==> src/common/ulpi_tx_pkg.sv <==
package ulpi_tx_pkg;

  // ULPI command codes, upper two bits of the command byte
  localparam logic [1:0] ULPI_CMD_TX   = 2'b01;
  localparam logic [1:0] ULPI_CMD_REGW = 2'b10;

  // USB CRC16, reflected form of x^16 + x^15 + x^2 + 1
  localparam logic [15:0] CRC16_POLY = 16'hA001;
  localparam logic [15:0] CRC16_INIT = 16'hFFFF;

  // Beat kinds on the framer to encoder link
  localparam logic [1:0] KIND_PID  = 2'd0;
  localparam logic [1:0] KIND_DATA = 2'd1;
  localparam logic [1:0] KIND_CRC  = 2'd2;

  // Framer states
  localparam logic [1:0] FR_PID  = 2'd0;
  localparam logic [1:0] FR_DATA = 2'd1;
  localparam logic [1:0] FR_CRC0 = 2'd2;
  localparam logic [1:0] FR_CRC1 = 2'd3;

  // Encoder states, one-hot
  localparam logic [5:0] EN_IDLE = 6'b000001;
  localparam logic [5:0] EN_PKT  = 6'b000010;
  localparam logic [5:0] EN_RCMD = 6'b000100;
  localparam logic [5:0] EN_RDAT = 6'b001000;
  localparam logic [5:0] EN_STOP = 6'b010000;
  localparam logic [5:0] EN_DONE = 6'b100000;

  typedef struct packed {
    logic [1:0] code;
    logic [1:0] zero;
    logic [3:0] pid;
  } ulpi_tx_cmd_t;

  typedef struct packed {
    logic [1:0] code;
    logic [5:0] addr;
  } ulpi_regw_cmd_t;

  // One command byte, read as either a transmit or a register write
  typedef union packed {
    ulpi_tx_cmd_t   tx;
    ulpi_regw_cmd_t regw;
  } ulpi_cmd_t;

  typedef struct packed {
    logic [7:0] data;
    logic       last;
    logic [1:0] kind;
  } usb_beat_t;

  typedef struct packed {
    logic [7:0] data;
    logic       stop;
  } ulpi_beat_t;

  // Fold one byte into the running CRC16, LSB first
  function automatic logic [15:0] crc16_next(input logic [15:0] crc, input logic [7:0] data);
    logic [15:0] c;
    c = crc ^ {8'h00, data};
    for (int i = 0; i < 8; i++) begin
      if (c[0]) begin
        c = (c >> 1) ^ CRC16_POLY;
      end else begin
        c = c >> 1;
      end
    end
    return c;
  endfunction

endpackage
==> src/hdl/ulpi_tx_top.sv <==
`timescale 1ns/1ps
module ulpi_tx_top (
  input  logic       clock,
  input  logic       reset,
  input  logic       s_tvalid_i,
  output logic       s_tready_o,
  input  logic       s_tlast_i,
  input  logic [7:0] s_tdata_i,
  input  logic [3:0] pid_i,
  input  logic       hsk_i,
  input  logic       reg_valid_i,
  output logic       reg_ready_o,
  input  logic [5:0] reg_addr_i,
  input  logic [7:0] reg_data_i,
  input  logic       ulpi_dir_i,
  input  logic       ulpi_nxt_i,
  output logic       ulpi_stp_o,
  output logic [7:0] ulpi_data_o,
  output logic       tx_busy_o,
  output logic       tx_done_o
);

  logic                    fr_valid;
  logic                    fr_ready;
  ulpi_tx_pkg::usb_beat_t  fr_beat;
  logic                    en_valid;
  logic                    en_ready;
  ulpi_tx_pkg::ulpi_beat_t en_beat;

  usb_tx_framer u_framer (
    .clock      (clock),
    .reset      (reset),
    .s_tvalid_i (s_tvalid_i),
    .s_tready_o (s_tready_o),
    .s_tlast_i  (s_tlast_i),
    .s_tdata_i  (s_tdata_i),
    .pid_i      (pid_i),
    .hsk_i      (hsk_i),
    .fr_valid_o (fr_valid),
    .fr_ready_i (fr_ready),
    .fr_beat_o  (fr_beat)
  );

  ulpi_encoder u_encoder (
    .clock       (clock),
    .reset       (reset),
    .ulpi_dir_i  (ulpi_dir_i),
    .fr_valid_i  (fr_valid),
    .fr_ready_o  (fr_ready),
    .fr_beat_i   (fr_beat),
    .reg_valid_i (reg_valid_i),
    .reg_ready_o (reg_ready_o),
    .reg_addr_i  (reg_addr_i),
    .reg_data_i  (reg_data_i),
    .en_valid_o  (en_valid),
    .en_ready_i  (en_ready),
    .en_beat_o   (en_beat),
    .tx_busy_o   (tx_busy_o),
    .tx_done_o   (tx_done_o)
  );

  skid_loader u_skid (
    .clock       (clock),
    .reset       (reset),
    .s_valid_i   (en_valid),
    .s_ready_o   (en_ready),
    .s_beat_i    (en_beat),
    .ulpi_nxt_i  (ulpi_nxt_i),
    .ulpi_stp_o  (ulpi_stp_o),
    .ulpi_data_o (ulpi_data_o)
  );

endmodule

==> src/ulpi_encoder/skid_loader.sv <==
`timescale 1ns/1ps
module skid_loader (
  input  logic                    clock,
  input  logic                    reset,
  input  logic                    s_valid_i,
  output logic                    s_ready_o,
  input  ulpi_tx_pkg::ulpi_beat_t s_beat_i,
  input  logic                    ulpi_nxt_i,
  output logic                    ulpi_stp_o,
  output logic [7:0]              ulpi_data_o
);

  logic                    m_valid_q;
  logic                    o_valid_q;
  logic                    s_fire;
  logic                    m_pop;
  logic                    m_free;
  ulpi_tx_pkg::ulpi_beat_t m_beat_q;
  ulpi_tx_pkg::ulpi_beat_t o_beat_q;

  // Room as long as the overflow slot is empty
  assign s_ready_o = !o_valid_q;
  assign s_fire    = s_valid_i && s_ready_o;

  // A byte leaves on nxt, a stop beat after its one cycle
  assign m_pop  = m_valid_q && (m_beat_q.stop || ulpi_nxt_i);
  assign m_free = !m_valid_q || m_pop;

  assign ulpi_stp_o  = m_valid_q && m_beat_q.stop;
  assign ulpi_data_o = (m_valid_q && !m_beat_q.stop) ? m_beat_q.data : 8'h00;

  always_ff @(posedge clock) begin
    if (reset) begin
      m_valid_q <= 1'b0;
      o_valid_q <= 1'b0;
    end else if (m_free) begin
      // Overflow drains first so order is kept
      m_valid_q <= o_valid_q || s_fire;
      o_valid_q <= 1'b0;
    end else if (s_fire) begin
      o_valid_q <= 1'b1;
    end
  end

  always_ff @(posedge clock) begin
    if (m_free) begin
      if (o_valid_q) begin
        m_beat_q <= o_beat_q;
      end else if (s_fire) begin
        m_beat_q <= s_beat_i;
      end
    end else if (s_fire) begin
      o_beat_q <= s_beat_i;
    end
  end

endmodule

==> src/ulpi_encoder/ulpi_encoder.sv <==
`timescale 1ns/1ps
module ulpi_encoder (
  input  logic                    clock,
  input  logic                    reset,
  input  logic                    ulpi_dir_i,
  input  logic                    fr_valid_i,
  output logic                    fr_ready_o,
  input  ulpi_tx_pkg::usb_beat_t  fr_beat_i,
  input  logic                    reg_valid_i,
  output logic                    reg_ready_o,
  input  logic [5:0]              reg_addr_i,
  input  logic [7:0]              reg_data_i,
  output logic                    en_valid_o,
  input  logic                    en_ready_i,
  output ulpi_tx_pkg::ulpi_beat_t en_beat_o,
  output logic                    tx_busy_o,
  output logic                    tx_done_o
);

  logic [5:0]              state_q;
  logic [5:0]              state_d;
  logic                    dir_q;
  logic                    done_q;
  logic                    out_free;
  logic                    start_ok;
  logic                    load;
  logic [5:0]              reg_addr_q;
  logic [7:0]              reg_data_q;
  ulpi_tx_pkg::ulpi_cmd_t  cmd_tx;
  ulpi_tx_pkg::ulpi_cmd_t  cmd_regw;
  ulpi_tx_pkg::ulpi_beat_t beat_d;

  assign out_free = !en_valid_o || en_ready_i;
  // Bus must have been ours for this cycle and the one before
  assign start_ok = !ulpi_dir_i && !dir_q && out_free;

  assign tx_busy_o = state_q != ulpi_tx_pkg::EN_IDLE;
  assign tx_done_o = done_q;

  always_comb begin
    cmd_tx           = '0;
    cmd_tx.tx.code   = ulpi_tx_pkg::ULPI_CMD_TX;
    cmd_tx.tx.zero   = 2'b00;
    cmd_tx.tx.pid    = fr_beat_i.data[3:0];
    cmd_regw         = '0;
    cmd_regw.regw.code = ulpi_tx_pkg::ULPI_CMD_REGW;
    cmd_regw.regw.addr = reg_addr_q;
  end

  always_comb begin
    state_d     = state_q;
    load        = 1'b0;
    fr_ready_o  = 1'b0;
    reg_ready_o = 1'b0;
    beat_d.data = fr_beat_i.data;
    beat_d.stop = 1'b0;
    case (state_q)
      ulpi_tx_pkg::EN_IDLE: begin
        // Register writes take priority over packets
        reg_ready_o = start_ok;
        fr_ready_o  = start_ok && !reg_valid_i;
        if (start_ok && reg_valid_i) begin
          state_d = ulpi_tx_pkg::EN_RCMD;
        end else if (start_ok && fr_valid_i && fr_beat_i.kind == ulpi_tx_pkg::KIND_PID) begin
          load        = 1'b1;
          beat_d.data = cmd_tx;
          state_d     = fr_beat_i.last ? ulpi_tx_pkg::EN_STOP : ulpi_tx_pkg::EN_PKT;
        end
        // a stray non-PID beat at idle is simply dropped
      end
      ulpi_tx_pkg::EN_PKT: begin
        fr_ready_o = out_free;
        if (fr_valid_i && out_free) begin
          load = 1'b1;
          if (fr_beat_i.last) begin
            state_d = ulpi_tx_pkg::EN_STOP;
          end
        end
      end
      ulpi_tx_pkg::EN_RCMD: begin
        beat_d.data = cmd_regw;
        if (out_free) begin
          load    = 1'b1;
          state_d = ulpi_tx_pkg::EN_RDAT;
        end
      end
      ulpi_tx_pkg::EN_RDAT: begin
        beat_d.data = reg_data_q;
        if (out_free) begin
          load    = 1'b1;
          state_d = ulpi_tx_pkg::EN_STOP;
        end
      end
      ulpi_tx_pkg::EN_STOP: begin
        beat_d.data = 8'h00;
        beat_d.stop = 1'b1;
        if (out_free) begin
          load    = 1'b1;
          state_d = ulpi_tx_pkg::EN_DONE;
        end
      end
      ulpi_tx_pkg::EN_DONE: begin
        // Only the stop beat can be in the output register here
        if (en_valid_o && en_ready_i) begin
          state_d = ulpi_tx_pkg::EN_IDLE;
        end
      end
      default: begin
        state_d = ulpi_tx_pkg::EN_IDLE;
      end
    endcase
  end

  always_ff @(posedge clock) begin
    if (reset) begin
      state_q    <= ulpi_tx_pkg::EN_IDLE;
      // Treat the bus as PHY owned until dir has been seen low
      dir_q      <= 1'b1;
      done_q     <= 1'b0;
      en_valid_o <= 1'b0;
    end else begin
      state_q <= state_d;
      dir_q   <= ulpi_dir_i;
      done_q  <= state_q == ulpi_tx_pkg::EN_DONE && en_valid_o && en_ready_i;
      if (load) begin
        en_valid_o <= 1'b1;
      end else if (en_ready_i) begin
        en_valid_o <= 1'b0;
      end
    end
  end

  always_ff @(posedge clock) begin
    if (load) begin
      en_beat_o <= beat_d;
    end
    if (reg_valid_i && reg_ready_o) begin
      reg_addr_q <= reg_addr_i;
      reg_data_q <= reg_data_i;
    end
  end

endmodule

==> src/hdl/usb_tx_framer.sv <==
`timescale 1ns/1ps
module usb_tx_framer (
  input  logic                   clock,
  input  logic                   reset,
  input  logic                   s_tvalid_i,
  output logic                   s_tready_o,
  input  logic                   s_tlast_i,
  input  logic [7:0]             s_tdata_i,
  input  logic [3:0]             pid_i,
  input  logic                   hsk_i,
  output logic                   fr_valid_o,
  input  logic                   fr_ready_i,
  output ulpi_tx_pkg::usb_beat_t fr_beat_o
);

  logic [1:0]             state_q;
  logic [1:0]             state_d;
  logic [15:0]            crc_q;
  logic                   live_q;
  logic                   out_free;
  logic                   load;
  logic                   s_fire;
  ulpi_tx_pkg::usb_beat_t beat_d;

  // Output register can take a beat when empty or draining this cycle
  assign out_free = !fr_valid_o || fr_ready_i;
  assign s_fire   = s_tvalid_i && s_tready_o;

  always_comb begin
    state_d     = state_q;
    load        = 1'b0;
    s_tready_o  = 1'b0;
    beat_d.data = s_tdata_i;
    beat_d.last = 1'b0;
    beat_d.kind = ulpi_tx_pkg::KIND_DATA;
    case (state_q)
      ulpi_tx_pkg::FR_PID: begin
        // The first byte stays on the input until the PID beat has gone out,
        // a handshake beat carries no data and is consumed at once
        s_tready_o  = live_q && out_free && hsk_i;
        beat_d.data = {~pid_i, pid_i};
        beat_d.last = hsk_i;
        beat_d.kind = ulpi_tx_pkg::KIND_PID;
        if (live_q && out_free && s_tvalid_i) begin
          load = 1'b1;
          if (!hsk_i) begin
            state_d = ulpi_tx_pkg::FR_DATA;
          end
        end
      end
      ulpi_tx_pkg::FR_DATA: begin
        s_tready_o = out_free;
        if (s_tvalid_i && out_free) begin
          load = 1'b1;
          if (s_tlast_i) begin
            state_d = ulpi_tx_pkg::FR_CRC0;
          end
        end
      end
      ulpi_tx_pkg::FR_CRC0: begin
        beat_d.data = ~crc_q[7:0];
        beat_d.kind = ulpi_tx_pkg::KIND_CRC;
        if (out_free) begin
          load    = 1'b1;
          state_d = ulpi_tx_pkg::FR_CRC1;
        end
      end
      default: begin
        beat_d.data = ~crc_q[15:8];
        beat_d.last = 1'b1;
        beat_d.kind = ulpi_tx_pkg::KIND_CRC;
        if (out_free) begin
          load    = 1'b1;
          state_d = ulpi_tx_pkg::FR_PID;
        end
      end
    endcase
  end

  always_ff @(posedge clock) begin
    if (reset) begin
      live_q     <= 1'b0;
      state_q    <= ulpi_tx_pkg::FR_PID;
      fr_valid_o <= 1'b0;
      crc_q      <= ulpi_tx_pkg::CRC16_INIT;
    end else begin
      live_q  <= 1'b1;
      state_q <= state_d;
      if (load) begin
        fr_valid_o <= 1'b1;
      end else if (fr_ready_i) begin
        fr_valid_o <= 1'b0;
      end
      // Only data bytes enter the CRC, and it restarts once the high byte is out
      if (state_q == ulpi_tx_pkg::FR_DATA && s_fire) begin
        crc_q <= ulpi_tx_pkg::crc16_next(crc_q, s_tdata_i);
      end else if (state_q == ulpi_tx_pkg::FR_CRC1 && load) begin
        crc_q <= ulpi_tx_pkg::CRC16_INIT;
      end
    end
  end

  always_ff @(posedge clock) begin
    if (load) begin
      fr_beat_o <= beat_d;
    end
  end

endmodule

==> config.mk <==
export PLATFORM = sky130hd
export DESIGN_NAME = ulpi_tx_top
export DESIGN_NICKNAME = d
export VERILOG_FILES = /design/src/common/ulpi_tx_pkg.sv /design/src/hdl/ulpi_tx_top.sv /design/src/ulpi_encoder/skid_loader.sv /design/src/ulpi_encoder/ulpi_encoder.sv /design/src/hdl/usb_tx_framer.sv
export SDC_FILE = /design/constraint.sdc
export NUM_CORES = 1
export LEC_CHECK = 0
export ABC_AREA = 1
export ABC_CLOCK_PERIOD_IN_PS = 3100
export BUFFER_PORTS_ARGS = -buffer_cell sky130_fd_sc_hd__buf_2
export CAP_MARGIN = 5
export CORE_MARGIN = 4
export CORE_UTILIZATION = 63
export CTS_CLUSTER_SIZE = 8
export DETAILED_ROUTE_END_ITERATION = 8
export PLACE_DENSITY = 0.85
export SLEW_MARGIN = 30
export SYNTH_ARGS = -nofsm -noshare
export SYNTH_HDL_FRONTEND = slang
export SYNTH_SLANG_ARGS = --single-unit
==> constraint.sdc <==
create_clock -name clock -period 3.1 [get_ports clock]
set_input_delay 0.465 -clock clock [delete_from_list [all_inputs] [get_ports clock]]
set_output_delay 0.465 -clock clock [all_outputs]
set_load 0.05 [all_outputs]
-- After elaboration in Yosys (flattened, before gate mapping)
Index checks and enable logic that the tools add are counted.
- register bits: 83
- input port bits: 34
- output and inout bits: 13
- word-level logic and storage cells: 172
- equality and inequality tests: 23
- mux-type cells: 68
- bitwise operators: 13
- reductions and logical operators: 47
- operator list (cell ; number):
    $mux W16 ; 24
    $mux W6 ; 8
    $pmux W6 S6 ; 1
    $pmux W8 S4 ; 1
    $mux W8 ; 3
    $not A2 Y3 ; 8
    $pmux W8 S3 ; 1
    $logic_and A1 B1 Y1 ; 21
    $mux W9 ; 2
    $ne A2 B1 Y1 const B ; 8
    $not A8 Y8 ; 2
    $xor A16 B8 Y16 ; 1
    $mux W1 ; 14
    $mux W2 ; 6
    $logic_not A1 Y1 ; 8
    $ne A2 B2 Y1 const B ; 4
    $pmux W1 S2 ; 4
    $reduce_and A7 Y1 ; 1
    $eq A6 B1 Y1 const B ; 1
    $eq A6 B2 Y1 const B ; 1
    $eq A6 B3 Y1 const B ; 1
    $eq A6 B4 Y1 const B ; 1
    $eq A6 B5 Y1 const B ; 1
    $eq A6 B6 Y1 const B ; 1
    18 further kinds ; 28

-- Depth between registers and ports, before layout
- word-level depth: 40
- depth in mapped cells: 15
- depth with buffers taken out: 15

-- Modules after synthesis
Synthesis repeated with hierarchy kept, for this count alone.
- cell total of the unflattened synthesis: 465
- area, all modules: 4010.1 um^2
- by module, submodules not included (module ; times used ; cells each ; area an instance (um^2) ; seq. area each (um^2)):
    usb_tx_framer ; 1 ; 231 ; 1727.9 ; 730.7
    ulpi_encoder ; 1 ; 153 ; 1446.4 ; 870.8
    skid_loader ; 1 ; 81 ; 835.8 ; 580.6

-- Worst setup path before layout
OpenSTA, ideal clock, no wires.
- kind: register -> register
- start point: register u_encoder.state_q[3]
- end point: register u_encoder.reg_addr_q[0], enable pin
- setup time: 0.405 ns
- arrival time: 1.926 ns
- required time: 2.695 ns
- slack: 0.769 ns
- cell stages (with the launch flop): 4
- buffers on the path: 0
- clock period less this slack: 2.331 ns
- cell sequence: dfxtp_1 nor2_4 nand4_4 nor3_1
- longest elaborated chain between the ends: 3
- ends and longest elaborated chain (item ; RTL line ; RTL):
    start, declared ; ulpi_encoder.sv:20 ; logic [5:0] state_q;
    start signal, assigned ; ulpi_encoder.sv:116 ; state_q <= ulpi_tx_pkg::EN_IDLE;
    start signal, assigned ; ulpi_encoder.sv:122 ; state_q <= state_d;
    $eq A6 B1 Y1 ; ulpi_encoder.sv:57 ; case (state_q)
    $mux W1 ; ulpi_encoder.sv:57 ;
    $logic_and A1 B1 Y1 ; ulpi_encoder.sv:137 ; if (reg_valid_i && reg_ready_o) begin
    end signal, assigned ; ulpi_encoder.sv:138 ; reg_addr_q <= reg_addr_i;
    end, declared ; ulpi_encoder.sv:27 ; logic [5:0] reg_addr_q;
Every way passes these cells.
A chain may end at the register's enable or synchronous reset.

-- Final worst setup path
- start point: register u_skid.o_valid_q
- end point: output s_tready_o
- longest elaborated chain between the ends: 9
- ends and longest elaborated chain (item ; RTL line ; RTL):
    start, declared ; skid_loader.sv:14 ; logic o_valid_q;
    start signal, assigned ; skid_loader.sv:35 ; o_valid_q <= 1'b0;
    start signal, assigned ; skid_loader.sv:39 ; o_valid_q <= 1'b0;
    start signal, assigned ; skid_loader.sv:41 ; o_valid_q <= 1'b1;
    $logic_not A1 Y1 * ; skid_loader.sv:22 ; assign s_ready_o = !o_valid_q;
    $logic_or A1 B1 Y1 * ; ulpi_encoder.sv:33 ; assign out_free = !en_valid_o || en_ready_i;
    $logic_and A1 B1 Y1 ; ulpi_encoder.sv:35 ; assign start_ok = !ulpi_dir_i && !dir_q && out_free;
    $logic_and A1 B1 Y1 ; ulpi_encoder.sv:61 ; fr_ready_o = start_ok && !reg_valid_i;
    $pmux W1 S2 * ; ulpi_encoder.sv:57 ;
    $logic_or A1 B1 Y1 * ; usb_tx_framer.sv:26 ; assign out_free = !fr_valid_o || fr_ready_i;
    $logic_and A1 B1 Y1 (2 in a row) ; usb_tx_framer.sv:40 ; s_tready_o = live_q && out_free && hsk_i;
    $pmux W1 S2 * ; usb_tx_framer.sv:36 ; case (state_q)
    end, declared ; ulpi_tx_top.sv:6 ; output logic s_tready_o,
Every way passes the cells marked *; elsewhere a longest branch is shown, timed or not.

==> results by group <==
STA
  • Setup violators final: 0
  • Final Hold Fails: 0
  • Max-slew violation count: 0
  • Relative slew slack: 0.409
  • RSZ-0062 raised after global routing: no
  • Minimum clock period: 2420 ps
  • Skew final: 16.6 ps
  • Fmax achieved: approximately 410 MHz
  • Final cycle utilization of the critical path: 0.782
  • Slew at the pin closest to its max-slew limit: 886 ps
  • Hold slack: 265 ps
  • Setup_tns: 0 ps

Synth
  • Synthesized flop and latch total: 83
  • Yosys top cell area share: 0.376
  • Syn avg cell area: ~8.6 um2
  • Count of cell types in the netlist: 40
  • Asr flop ratio synth: 0
  • Ys flop type: edfxtp_1
  • Post-synthesis sequential area ratio: 0.526
  • Post-synthesis cell count: slightly below 500
  • Post-Syn Area: 4150 um2
  • Area leader, netlist: edfxtp_1
  • Post-synth EDFFs: 52
  • Largest cells by area after synthesis: edfxtp_1 (38%), dfxtp_1 (15%), nand2_1 (14%), inv_1 (5.5%), nand3_1 (5.1%)
  • Synth warn: 0
  • Syn Nets: 524

Final layout
  • Area of the multi-input gates: 1660 um2
  • Fillcell total: ~480
  • Core Util, Final: 0.723
  • Sequential cell area: 2180 um2
  • Leading cell type in the layout, fill and taps excluded: nand2_1
  • Diodes inserted: 0
  • Commonest cells after routing, fill and taps aside: nand2_1 (160), inv_1 (61), edfxtp_1 (52)
  • Ratio of cells with drive above 1 in the final layout: 0.186
  • # nets final: roughly 570
  • P&R area growth vs syn: 11.2%

Route
  • Vias/cell: 5.51
  • Residual DRC count: 0
  • Vias: 3395
  • Wirelength, routed: 8720 um
  • Initial DRC count: 177
  • DR WL/cell: 14.2 um
  • Drt first pass iters: 5
  • Final ANT Viol Nets: 0

Floorplanning
  • Top Ports: 47
  • Initial Util: 0.650
  • Full die area: 7950 um2
  • Die Span X: slightly below 90 um
  • CORE AREA: 6390 um2
  • Row cnt: 29
  • Die height: 89.2 um

Power
  • Reg power frac: 0.441
  • Power Density: between 700 and 800 nW/um2
  • Combinational share of power: 0.356
  • Clock network power share: 0.203
  • Peak supply drop: approximately 580 uV
  • NetSw: approximately 1.4 mW
  • Sw frac: 0.397
  • P_int: 2.18 mW
  • Leakage power: 2.20 nW

Clocking
  • TritonCTS Sinks: 83
  • CTS tree: done
  • Total CTS buffers: 9
  • Cts hold-fix bufs: 0
  • # H-tree levels: 3
  • Postcts setup bufs: 0
  • Clock tree root buffer cell: clkbuf_8
  • Clock-pin transition on the worst setup and hold timing paths: 100 ps
  • Cts repair resizes: 0
  • Latest clock arrival within the worst-skew pair: roughly 370 ps
  • Maximum clock insertion buffer count: 2

Worst setup path
  • Crit path cell chain: nand2_1 > nand3_1 > nor2_4 > nand2_2 > nand3_4 > nand2_4 > inv_1 > buf_2
  • Crit start category: register
  • CP max FO: 12
  • Worst EP arrival: slightly below 2000 ps
  • Setup crit end kind: output port
  • Slowest-stage cell, CP: dfxtp_1
  • Required time of the critical path: 2630 ps
  • Max incr delay on CP: between 400 and 500 ps
  • Crit Path Category: reg2out

Worst hold path
  • Hold WC Path Type: in2reg

Global route
  • Vias in the first global route: 3266
  • Largest net degree at the start of global routing: 27
  • Congestion Overflow GR: 0
  • Initial antenna violation count: 0
  • Total GRT Usage: 0.235
  • Global-route wire length before repair: 14200 um

Job
  • Max Cap Viol: 0

Outcome
  • Status: completed

Place
  • Detailed Place HPWL: 6500 um
  • # port buffers: between 40 and 50
  • GPL Wtd Cong: between 0.8 and 0.9
## synthesized netlist by cell type, types with 5 or more instances
cell type and instances:
a21oi_1 15, a221oi_1 6, clkbuf_1 6, dfxtp_1 31
edfxtp_1 52, ha_1 5, inv_1 61, nand2_1 160
nand2_2 14, nand3_1 42, nor2_1 32, nor3_1 5
o21ai_0 9, o21ai_1 8
## flip-flops by register name, indices dropped and copies added, names as in the netlist, 6 cells and up
name	flops
u_framer.crc_q	16
u_encoder.state_q	6
u_skid.m_beat_q	9
u_encoder.reg_data_q	8
u_encoder.reg_addr_q	6
u_skid.o_beat_q	9
u_framer.fr_beat_o	11
u_encoder.en_beat_o	9
## cell type report
type                       count  area share
clock buffer                   9      0.0268
inverter                      63      0.0523
sequential                    83       0.473
timing repair buffer          49      0.0548
multi-input combinational    328       0.360
tap                           77      0.0209
clock inverter                 7      0.0127
## final timing paths
kind | from | end | slack [ps] | cells past startpoint
setup / recovery | u_skid.o_valid_q | s_tready_o | 680 | 8
hold / removal | reg_data_i[5] | u_encoder.reg_data_q[5] | 260 | 1
setup reg to reg | u_skid.o_valid_q | u_framer.crc_q[1] | 720 | 11
hold reg to reg | u_encoder.en_beat_o[3] | u_skid.o_beat_q[3] | 460 | 0
## logic make-up (layout without fill, tap and decap cells)
| group | after synthesis | after routing | synth area share |
|---|---|---|---|
| compound gates | 47 | 47 | 0.0718 |
| xor+xnor | 3 | 3 | 0.00633 |
| fa+ha+maj | 5 | 5 | 0.0151 |
| buf+inv | 74 | 128 | 0.0754 |
| flops | 83 | 83 | 0.526 |
| simple gates | 273 | 273 | 0.305 |
## power by group through the flow
stage               logic (mW)  clock network [mW]  registers, mW
CTS                       1.28               0.744           1.59
detailed placement        1.27                   0           1.62
global placement          1.23                   0           1.60
global route              1.44               0.789           1.61
finish                    1.29               0.734           1.59
floorplan                 1.00                   0           1.58
## layer usage
layer  part of all wire  GRT usage  wire length, um  vias up
li1                   -          -                -     1685
met1               0.40      0.275             3510     1571
met2               0.51      0.405             4430      114
met3              0.055     0.0507              476       25
met4              0.035      0.120              301        0
met5                  0          0                0        -
## critical path: cells and delay by family (launching register included)
| kind | cells | cell delay (ps) |
|---|---|---|
| buffers and inverters | 2 | 300 |
| flip-flops | 1 | 420 |
| AND/OR/NAND/NOR | 6 | 870 |
## stage by stage
stage               std cells  cell area (um2)  total power [mW]  setup WS [ps]
floorplan                 485             4150              2.59            769
global placement          600             4430              2.83            930
detailed placement        600             4430              2.89            796
CTS                       616             4610              3.62            664
global route              616             4610              3.84            480
finish                    616             4610              3.61            677
Power figures use the tool's default switching activity.
